$ cat src/hw/ldpc_enc_pkg.sv
// shared widths, size limits and strobe type for the block encoder, referenced by scoped names
package ldpc_enc_pkg;

  //------------------------------------------------------------
  // sizes
  //------------------------------------------------------------

  // default data word width, top level parameter Z starts here
  localparam int cZ = 8;

  // parity row storage depth
  localparam int cMAX_ROWS = 16;

  // input buffer depth in words
  localparam int cMAX_CYCLES = 64;

  //------------------------------------------------------------
  // types
  //------------------------------------------------------------

  // one data or parity word
  typedef logic [cZ-1:0] word_t;

  // parity row index
  // as a setting, 0 stands for 16 rows
  typedef logic [3:0] row_t;

  // data word index inside a block
  // as a setting, 0 stands for 64 words
  typedef logic [5:0] cycle_idx_t;

  // frame strobes of the parity phase
  typedef struct packed {
    logic sof;
    logic eof;
  } strb_t;

endpackage

$ cat src/hw/ldpc_enc_ctrl_if.sv
// controller to parity accumulator link, ctrl modport for the FSM side, acc modport for the rows
`timescale 1ns/1ps

interface ldpc_enc_ctrl_if;

  // data phase, from controller
  logic                     cycle_read;
  ldpc_enc_pkg::cycle_idx_t cycle_idx;
  logic                     cycle_first;
  ldpc_enc_pkg::row_t       used_row;

  // parity phase, from controller
  logic                     p_read;
  ldpc_enc_pkg::strb_t      p_strb;
  ldpc_enc_pkg::row_t       p_row_idx;

  // pending flags, from accumulator
  logic                     p_busy;
  logic                     p_read_busy;

  modport ctrl (output cycle_read, cycle_idx, cycle_first, used_row,
                output p_read, p_strb, p_row_idx,
                input  p_busy, p_read_busy);

  modport acc  (input  cycle_read, cycle_idx, cycle_first, used_row,
                input  p_read, p_strb, p_row_idx,
                output p_busy, p_read_busy);

endinterface

$ cat src/hw/ldpc_enc_cfg_regs.sv
// host settings for row count and word count, shadowed so they only change between blocks
`timescale 1ns/1ps

module ldpc_enc_cfg_regs (
  input  logic                     iclk,
  input  logic                     ireset,
  input  logic                     cfg_write,
  input  logic                     cfg_addr,
  input  ldpc_enc_pkg::cycle_idx_t cfg_data,
  input  logic                     idle,
  output ldpc_enc_pkg::row_t       used_row,
  output ldpc_enc_pkg::cycle_idx_t cycle_max_num
);

  // host side copies
  ldpc_enc_pkg::row_t       shadow_row;
  ldpc_enc_pkg::cycle_idx_t shadow_cycle;

  //------------------------------------------------------------
  // shadow registers
  //------------------------------------------------------------

  // addr 0 row count, addr 1 word count
  always_ff @(posedge iclk or posedge ireset) begin
    if (ireset) begin
      shadow_row   <= '0;
      shadow_cycle <= '0;
    end else if (cfg_write) begin
      if (cfg_addr) begin
        shadow_cycle <= cfg_data;
      end else begin
        // row count only needs the low bits
        shadow_row <= cfg_data[3:0];
      end
    end
  end

  //------------------------------------------------------------
  // active registers
  //------------------------------------------------------------

  // follow shadow only while the FSM waits for a block
  always_ff @(posedge iclk or posedge ireset) begin
    if (ireset) begin
      used_row      <= '0;
      cycle_max_num <= '0;
    end else if (idle) begin
      used_row      <= shadow_row;
      cycle_max_num <= shadow_cycle;
    end
  end

endmodule

$ cat src/hw/ldpc_enc_in_buf.sv
// input word buffer, host fills one block, the controller reads it back by word index
`timescale 1ns/1ps

module ldpc_enc_in_buf #(
  parameter int Z = ldpc_enc_pkg::cZ
) (
  input  logic                     iclk,
  input  logic                     ireset,
  input  logic                     wr,
  input  logic [Z-1:0]             wr_data,
  input  ldpc_enc_pkg::cycle_idx_t cycle_max_num,
  input  logic                     cycle_read,
  input  ldpc_enc_pkg::cycle_idx_t cycle_idx,
  input  logic                     buf_release,
  output logic                     buf_full,
  output logic [Z-1:0]             rd_data
);

  // block storage
  logic [Z-1:0] mem [ldpc_enc_pkg::cMAX_CYCLES];

  ldpc_enc_pkg::cycle_idx_t wr_ptr;
  logic                     wr_ena;
  logic                     wr_last;

  // writes dropped once the block is complete
  assign wr_ena  = wr & ~buf_full;
  // setting 0 wraps to 63, i.e. 64 words
  assign wr_last = (wr_ptr == cycle_max_num - 1'b1);

  //------------------------------------------------------------
  // write side
  //------------------------------------------------------------

  always_ff @(posedge iclk or posedge ireset) begin
    if (ireset) begin
      wr_ptr   <= '0;
      buf_full <= 1'b0;
    end else if (buf_release) begin
      // block consumed, open for the next one
      wr_ptr   <= '0;
      buf_full <= 1'b0;
    end else if (wr_ena) begin
      wr_ptr <= wr_ptr + 1'b1;
      if (wr_last) begin
        buf_full <= 1'b1;
      end
    end
  end

  always_ff @(posedge iclk) begin
    if (wr_ena) begin
      mem[wr_ptr] <= wr_data;
    end
  end

  //------------------------------------------------------------
  // read side
  //------------------------------------------------------------

  // one cycle read latency
  always_ff @(posedge iclk) begin
    if (cycle_read) begin
      rd_data <= mem[cycle_idx];
    end
  end

endmodule

$ cat src/hw/ldpc_enc_ctrl.sv
// encoder main FSM, sequences the data phase and the parity readout of each block
`timescale 1ns/1ps

module ldpc_enc_ctrl (
  input  logic                     iclk,
  input  logic                     ireset,
  input  logic                     ibuf_full,
  input  ldpc_enc_pkg::row_t       used_row,
  input  ldpc_enc_pkg::cycle_idx_t cycle_max_num,
  output logic                     idle,
  output logic                     buf_release,
  ldpc_enc_ctrl_if.ctrl            enc_if
);

  typedef enum logic [2:0] {
    cRESET_STATE,
    cWAIT_STATE,
    cINIT_STATE,
    cDATA_STATE,
    cWAIT_DATA_STATE,
    cDO_P_STATE,
    cWAIT_DO_P_STATE,
    cDONE_STATE
  } state_t;

  state_t state;

  // word counter with registered terminal flag
  struct packed {
    logic                     done;
    logic                     first;
    ldpc_enc_pkg::cycle_idx_t value;
  } cycle_cnt;

  // row counter, zero marks the first parity read
  struct packed {
    logic               done;
    logic               zero;
    ldpc_enc_pkg::row_t value;
  } row_cnt;

  ldpc_enc_pkg::cycle_idx_t used_cycle_m2;
  ldpc_enc_pkg::row_t       used_row_m1;
  ldpc_enc_pkg::row_t       row_nxt;

  assign row_nxt = row_cnt.value + 1'b1;

  //------------------------------------------------------------
  // FSM
  //------------------------------------------------------------

  always_ff @(posedge iclk or posedge ireset) begin
    if (ireset) begin
      state <= cRESET_STATE;
    end else begin
      case (state)
        cRESET_STATE     : state <= cWAIT_STATE;
        cWAIT_STATE      : state <= ibuf_full         ? cINIT_STATE      : cWAIT_STATE;
        cINIT_STATE      : state <= cDATA_STATE;
        // one buffer read per cycle
        cDATA_STATE      : state <= cycle_cnt.done    ? cWAIT_DATA_STATE : cDATA_STATE;
        cWAIT_DATA_STATE : state <= !enc_if.p_busy    ? cDO_P_STATE      : cWAIT_DATA_STATE;
        // one row read per cycle
        cDO_P_STATE      : state <= row_cnt.done      ? cWAIT_DO_P_STATE : cDO_P_STATE;
        cWAIT_DO_P_STATE : state <= !enc_if.p_read_busy ? cDONE_STATE    : cWAIT_DO_P_STATE;
        cDONE_STATE      : state <= cWAIT_STATE;
      endcase
    end
  end

  // counters
  always_ff @(posedge iclk or posedge ireset) begin
    if (ireset) begin
      cycle_cnt     <= '0;
      row_cnt       <= '0;
      used_cycle_m2 <= '0;
      used_row_m1   <= '0;
    end else begin
      case (state)
        cINIT_STATE : begin
          cycle_cnt       <= '0;
          cycle_cnt.first <= 1'b1;
          row_cnt         <= '0;
          row_cnt.zero    <= 1'b1;
          // single row block ends on its first read
          row_cnt.done    <= (used_row == 4'd1);
          used_row_m1     <= used_row - 1'b1;
          used_cycle_m2   <= cycle_max_num - 2'd2;
        end
        cDATA_STATE : begin
          cycle_cnt.value <= cycle_cnt.value + 1'b1;
          cycle_cnt.done  <= (cycle_cnt.value == used_cycle_m2);
          cycle_cnt.first <= 1'b0;
        end
        cDO_P_STATE : begin
          row_cnt.value <= row_nxt;
          row_cnt.done  <= (row_nxt == used_row_m1);
          row_cnt.zero  <= 1'b0;
        end
        default : begin
        end
      endcase
    end
  end

  //------------------------------------------------------------
  // decode
  //------------------------------------------------------------

  assign idle = (state == cWAIT_STATE);

  assign enc_if.cycle_read  = (state == cDATA_STATE);
  assign enc_if.cycle_idx   = cycle_cnt.value;
  assign enc_if.cycle_first = cycle_cnt.first;
  assign enc_if.used_row    = used_row;

  assign enc_if.p_read    = (state == cDO_P_STATE);
  assign enc_if.p_strb    = ldpc_enc_pkg::strb_t'{sof: row_cnt.zero, eof: row_cnt.done};
  assign enc_if.p_row_idx = row_cnt.value;

  // all data words already accumulated, buffer free
  always_ff @(posedge iclk or posedge ireset) begin
    if (ireset) begin
      buf_release <= 1'b0;
    end else begin
      buf_release <= (state == cDO_P_STATE) & row_cnt.zero;
    end
  end

endmodule

$ cat src/hw/ldpc_enc_parity_acc.sv
// parity row store, two-row accumulation of data words and IRA chained readout
`timescale 1ns/1ps

module ldpc_enc_parity_acc #(
  parameter int Z = ldpc_enc_pkg::cZ
) (
  input  logic          iclk,
  input  logic          ireset,
  input  logic [Z-1:0]  rd_data,
  ldpc_enc_ctrl_if.acc  enc_if,
  output logic          valid,
  output logic          sof,
  output logic          eof,
  output logic [Z-1:0]  data
);

  logic [Z-1:0] rows     [ldpc_enc_pkg::cMAX_ROWS];
  logic [Z-1:0] rows_nxt [ldpc_enc_pkg::cMAX_ROWS];

  // read strobe aligned with rd_data
  logic                     rd_val;
  logic                     rd_first;
  ldpc_enc_pkg::cycle_idx_t rd_idx;

  // 1..16, latched at block start
  logic [4:0]         row_num;
  logic [6:0]         idx_a;
  logic [6:0]         idx_b;
  logic [6:0]         mod_a;
  logic [6:0]         mod_b;
  ldpc_enc_pkg::row_t row_a;
  ldpc_enc_pkg::row_t row_b;
  logic [Z-1:0]       word_rot;

  //------------------------------------------------------------
  // data phase
  //------------------------------------------------------------

  always_ff @(posedge iclk or posedge ireset) begin
    if (ireset) begin
      rd_val   <= 1'b0;
      rd_first <= 1'b0;
      row_num  <= '0;
    end else begin
      rd_val   <= enc_if.cycle_read;
      rd_first <= enc_if.cycle_read & enc_if.cycle_first;
      if (enc_if.cycle_read & enc_if.cycle_first) begin
        row_num <= {(enc_if.used_row == '0), enc_if.used_row};
      end
    end
  end

  always_ff @(posedge iclk) begin
    rd_idx <= enc_if.cycle_idx;
  end

  // row a gets the word, row b the next row gets it rotated
  assign idx_a    = {1'b0, rd_idx};
  assign idx_b    = idx_a + 7'd1;
  assign mod_a    = idx_a % {2'b00, row_num};
  assign mod_b    = idx_b % {2'b00, row_num};
  assign row_a    = mod_a[3:0];
  assign row_b    = mod_b[3:0];
  assign word_rot = {rd_data[Z-2:0], rd_data[Z-1]};

  // first word of a block starts from cleared rows
  always_comb begin
    for (int i = 0; i < ldpc_enc_pkg::cMAX_ROWS; i++) begin
      rows_nxt[i] = rd_first ? '0 : rows[i];
      if (row_a == ldpc_enc_pkg::row_t'(i)) begin
        rows_nxt[i] = rows_nxt[i] ^ rd_data;
      end
      // one row case lands here too
      if (row_b == ldpc_enc_pkg::row_t'(i)) begin
        rows_nxt[i] = rows_nxt[i] ^ word_rot;
      end
    end
  end

  always_ff @(posedge iclk) begin
    if (rd_val) begin
      for (int i = 0; i < ldpc_enc_pkg::cMAX_ROWS; i++) begin
        rows[i] <= rows_nxt[i];
      end
    end
  end

  //------------------------------------------------------------
  // parity phase
  //------------------------------------------------------------

  always_ff @(posedge iclk or posedge ireset) begin
    if (ireset) begin
      valid <= 1'b0;
      sof   <= 1'b0;
      eof   <= 1'b0;
    end else begin
      valid <= enc_if.p_read;
      sof   <= enc_if.p_read & enc_if.p_strb.sof;
      eof   <= enc_if.p_read & enc_if.p_strb.eof;
    end
  end

  // running xor, word before row 0 is zero
  always_ff @(posedge iclk) begin
    if (enc_if.p_read) begin
      data <= (enc_if.p_strb.sof ? '0 : data) ^ rows[enc_if.p_row_idx];
    end
  end

  assign enc_if.p_busy      = rd_val;
  assign enc_if.p_read_busy = valid;

endmodule

$ cat src/hw/ldpc_enc_top.sv
// encoder top level, host config and word stream in, parity words with frame flags out
`timescale 1ns/1ps

module ldpc_enc_top #(
  parameter int Z = ldpc_enc_pkg::cZ
) (
  input  logic                     iclk,
  input  logic                     ireset,
  input  logic                     cfg_write,
  input  logic                     cfg_addr,
  input  ldpc_enc_pkg::cycle_idx_t cfg_data,
  input  logic                     wr,
  input  logic [Z-1:0]             wr_data,
  output logic                     valid,
  output logic                     sof,
  output logic                     eof,
  output logic [Z-1:0]             data
);

  // active settings
  ldpc_enc_pkg::row_t       used_row;
  ldpc_enc_pkg::cycle_idx_t cycle_max_num;

  logic         idle;
  logic         buf_full;
  logic         buf_release;
  logic [Z-1:0] rd_data;

  ldpc_enc_ctrl_if enc_if ();

  //------------------------------------------------------------
  // host side
  //------------------------------------------------------------

  ldpc_enc_cfg_regs u_cfg_regs (
    .iclk          (iclk),
    .ireset        (ireset),
    .cfg_write     (cfg_write),
    .cfg_addr      (cfg_addr),
    .cfg_data      (cfg_data),
    .idle          (idle),
    .used_row      (used_row),
    .cycle_max_num (cycle_max_num)
  );

  ldpc_enc_in_buf #(.Z(Z)) u_in_buf (
    .iclk          (iclk),
    .ireset        (ireset),
    .wr            (wr),
    .wr_data       (wr_data),
    .cycle_max_num (cycle_max_num),
    .cycle_read    (enc_if.cycle_read),
    .cycle_idx     (enc_if.cycle_idx),
    .buf_release   (buf_release),
    .buf_full      (buf_full),
    .rd_data       (rd_data)
  );

  //------------------------------------------------------------
  // encoder core
  //------------------------------------------------------------

  ldpc_enc_ctrl u_ctrl (
    .iclk          (iclk),
    .ireset        (ireset),
    .ibuf_full     (buf_full),
    .used_row      (used_row),
    .cycle_max_num (cycle_max_num),
    .idle          (idle),
    .buf_release   (buf_release),
    .enc_if        (enc_if.ctrl)
  );

  ldpc_enc_parity_acc #(.Z(Z)) u_parity_acc (
    .iclk    (iclk),
    .ireset  (ireset),
    .rd_data (rd_data),
    .enc_if  (enc_if.acc),
    .valid   (valid),
    .sof     (sof),
    .eof     (eof),
    .data    (data)
  );

endmodule

$ cat config.mk
export PLATFORM = sky130hd
export DESIGN_NAME = ldpc_enc_top
export DESIGN_NICKNAME = d
export VERILOG_FILES = /design/src/hw/ldpc_enc_pkg.sv /design/src/hw/ldpc_enc_ctrl_if.sv /design/src/hw/ldpc_enc_cfg_regs.sv /design/src/hw/ldpc_enc_in_buf.sv /design/src/hw/ldpc_enc_ctrl.sv /design/src/hw/ldpc_enc_parity_acc.sv /design/src/hw/ldpc_enc_top.sv
export SDC_FILE = /design/constraint.sdc
export NUM_CORES = 1
export LEC_CHECK = 0
export ABC_AREA = 1
export BUFFER_PORTS_ARGS = -buffer_cell sky130_fd_sc_hd__clkbuf_2
export CAP_MARGIN = 20
export CORE_ASPECT_RATIO = 1.25
export CORE_MARGIN = 10
export CORE_UTILIZATION = 60
export DETAILED_ROUTE_END_ITERATION = 7
export GPL_ROUTABILITY_DRIVEN = 1
export HOLD_SLACK_MARGIN = 0.15
export MAX_ROUTING_LAYER = met4
export PLACE_DENSITY = 0.72
export SKIP_CTS_REPAIR_TIMING = 1
export SKIP_LAST_GASP = 1
export SLEW_MARGIN = 20
export SYNTH_ARGS = -nofsm -noshare
export SYNTH_HDL_FRONTEND = slang
export SYNTH_SLANG_ARGS = --single-unit
$ cat constraint.sdc
create_clock -name iclk -period 11.4 [get_ports iclk]
set_input_delay 0.57 -clock iclk [delete_from_list [all_inputs] [get_ports iclk]]
set_output_delay 0.57 -clock iclk [all_outputs]
set_load 0.005 [all_outputs]
==> impl_metrics.yaml <==
outcome:
  run_status: "finished with violations"
  violations: "DRC"
grt:
  grt_pass1_wl_um: 166000
  grtUsageTotal_pct: 27.8
  antenna_found_initial: 0
  grt_start_max_net_pins: 141
  grt-ovfl-total: 0
  grt_pass1_vias: 29900
setup_path:
  crit_path_max_incr_delay_ns: 0.57
  r2r_start: "u_parity_acc.rd_idx[0]$_DFF_P_"
  timing.rr.end: "u_parity_acc.rows[9][3]$_DFFE_PP_"
  cp-end-kind: "flop"
  path_max_fanout: 12
  crit_arrival_ns: 10.62
  r2r_slack_ns: 1.16
  slowest_stage: "nor2_2"
  crit_top_cell: "nand2_1"
  r2r.worst_path.cells: 65
  worstPathRequired_ns: 11.77
  worstSetupStartpoint: "u_parity_acc.rd_idx[0]$_DFF_P_"
  cp-start-kind: "flop"
  crit_end: "u_parity_acc.rows[9][3]$_DFFE_PP_"
  crit_type: "flop to flop"
clock_tree:
  root_buffer: "clkbuf_16"
  clkSlewWorstSetupHoldPaths_ns: 0.07
  cts_buffer_depth: 3
  cts_tree: "built"
  h-tree-depth: 3
  numCtsBuffers: 73
  clock_sinks: 726
  clock_latency_ns: 0.63
synthesis:
  synth_area_mm2: 0.0395
  synth_area_per_cell_um2: 8.80
  yosys-top-cells-area: "edfxtp_1 50%, nand2_1 9.4%, nor2_1 5.4%"
  synth_top_cell_by_area: "edfxtp_1"
  syn_nets: 4567
  ys_ff_latch: 726
  synth_warnings: 0
  synth_top_area_share_pct: 49.9
  netlist_instances: 4483
  synthArstFlopShare_pct: 8.82
  synthTopCellsByCount: "987 x nand2_1, 656 x edfxtp_1, 569 x nor2_1"
  ys.flop_type: "edfxtp_1"
  post_synth_num_cell_types: 51
  ys_seq_area_share_pct: 54.3
  synth_edf_count: 656
  synthMostInstantiatedCell: "nand2_1"
cells_and_area:
  diodes: 0
  instances_no_fill: 5343
  drive_gt1_share_pct: 7.73
  num-nets-final: 4516
  num-fill-cells: 5322
  area.growth.synth_to_final_pct: 8.86
route:
  drt-met1-wl_um: 41200
  dr.pass1.iters: 8
  drtIter0Drc: 3501
  routed_wl_um: 107000
  drc: 1
  routed_via_density: 5.89
  wl_per_cell_um: 20.1
  detailroute.via_count: 31500
  wl_met2_um: 52900
  wl_met3_um: 8400
  postRouteAntennaNets: 0
  top_layer_used: "met4"
placement:
  io_buffers: 29
  placedCellCount: 5193
  hpwlAfterDp_um: 63200
  globalplace.congestion: 0.887
sta:
  slew_headroom_pct: 31.3
  worst_pin_slew_ns: 1.03
  post-route-min-period_ns: 10.24
  hold_viol: 0
  fin_crit_sh_pct: 89.9
  worst_clock_skew_ns: 0.0189
  drv_slew: 0
  timing.fmax_mhz: 97.6
  setup_viol: 0
flow_run:
  max_cap_violations: 0
floorplan:
  core_area_mm2: 0.0654
  fp.dieW_um: 249
  start_util_pct: 60.3
  num_rows: 105
  die_area_mm2: 0.0765
  io_pins: 30
  die_h_um: 307
hold_path:
  hold_path.class: "input port to async pin"
==> how the worst min path moves through the flow <==
stage,startpoint,end,slack [ns],cells after the start
after floorplan,u_ctrl.enc_if.cycle_idx[2]$_DFFE_PP0P_,u_parity_acc.rd_idx[2]$_DFF_P_,0.35,0
after global placement,u_cfg_regs.cycle_max_num[1]$_DFFE_PP0N_,u_ctrl.used_cycle_m2[1]$_DFFE_PP0P_,0.45,1
final,ireset,u_cfg_regs.shadow_cycle[4]$_DFFE_PP0P_,0.16,3
after global routing,cfg_data[5],u_cfg_regs.shadow_cycle[5]$_DFFE_PP0P_,0.18,2
after CTS,cfg_data[5],u_cfg_regs.shadow_cycle[5]$_DFFE_PP0P_,0.16,2
after detailed placement,u_cfg_regs.cycle_max_num[1]$_DFFE_PP0N_,u_ctrl.used_cycle_m2[1]$_DFFE_PP0P_,0.46,1
==> cells by family (layout without fill, tap and decap cells) <==
| family | Yosys count | after routing | share of synthesized area (%) |
|---|---|---|---|
| simple gates | 2073 | 2076 | 22.1 |
| buf+inv | 776 | 777 | 7.66 |
| flops | 726 | 726 | 54.3 |
| compound gates | 654 | 654 | 9.73 |
| xor+xnor | 186 | 186 | 4.13 |
| fa+ha+maj | 65 | 65 | 2.10 |
| mux | 2 | 2 | 0.0571 |
| other cells | 1 | 1 | 0.00950 |
==> registers in the layout, indices dropped and copies added (netlist names), 8 cells and up <==
| name | count |
|---|---|
| u_in_buf.rd_data | 8 |
| u_in_buf.mem | 512 |
| u_parity_acc.rows | 128 |
| u_parity_acc.data | 8 |
==> layout make-up <==
type                    instances  area, um^2  share of cell area (%)
flip-flops and latches        726       21400                    49.9
multi-input cells            2984       15100                    35.1
inverters                     523        1970                    4.58
clock buffers                  92        1960                    4.56
well taps                     856        1070                    2.49
repair buffers                124         975                    2.27
clock inverters                38         480                    1.12
==> routing by layer <==
metal	track usage, %	vias to the layer above
met5	-	-
met4	12.3	0
met3	3.43	305
met2	46.2	1444
met1	33.8	14900
li1	-	14900
==> cell usage in the layout, fill, tap and decap left out, types with 63 or more instances in the layout <==
master / count
a21oi_1: 88
buf_4: 85
clkbuf_16: 74
edfxtp_1: 656
ha_1: 63
inv_1: 458
nand2_1: 987
nand3_1: 423
nor2_1: 569
o21ai_0: 392
o221ai_1: 133
xor2_1: 157
==> per-stage QoR <==
| stage | setup WS, ns | hold slack [ns] | cell area [um^2] | util, % | TNS (ns) |
|---|---|---|---|---|---|
| 3_3_place_gp | 0.931 | 0.453 | 40300 | 61.5 | 0 |
| 4_1_cts | 0.468 | 0.162 | 42700 | 65.3 | 0 |
| 2_1_floorplan | 2.25 | 0.345 | 39500 | - | 0 |
| 5_1_grt | -0.0595 | 0.178 | 43000 | 65.7 | -0.741 |
| 3_5_place_dp | 0.511 | 0.463 | 40300 | 61.6 | 0 |
| 6_report | 1.16 | 0.164 | 43000 | 65.7 | 0 |
==> worst max-delay path, delay by kind of cell (launching register included) <==
| family | cells | cell delay [ns] |
|---|---|---|
| and+or+nand+nor | 41 | 4.60 |
| adders and majority gates | 8 | 2.35 |
| AOI/OAI and AO/OA | 14 | 2.24 |
| DFF | 1 | 0.49 |
| buffers and inverters | 2 | 0.32 |
Power is not shown: default switching activity piles up to over one toggle a cycle in this logic, so the estimate is an artifact.
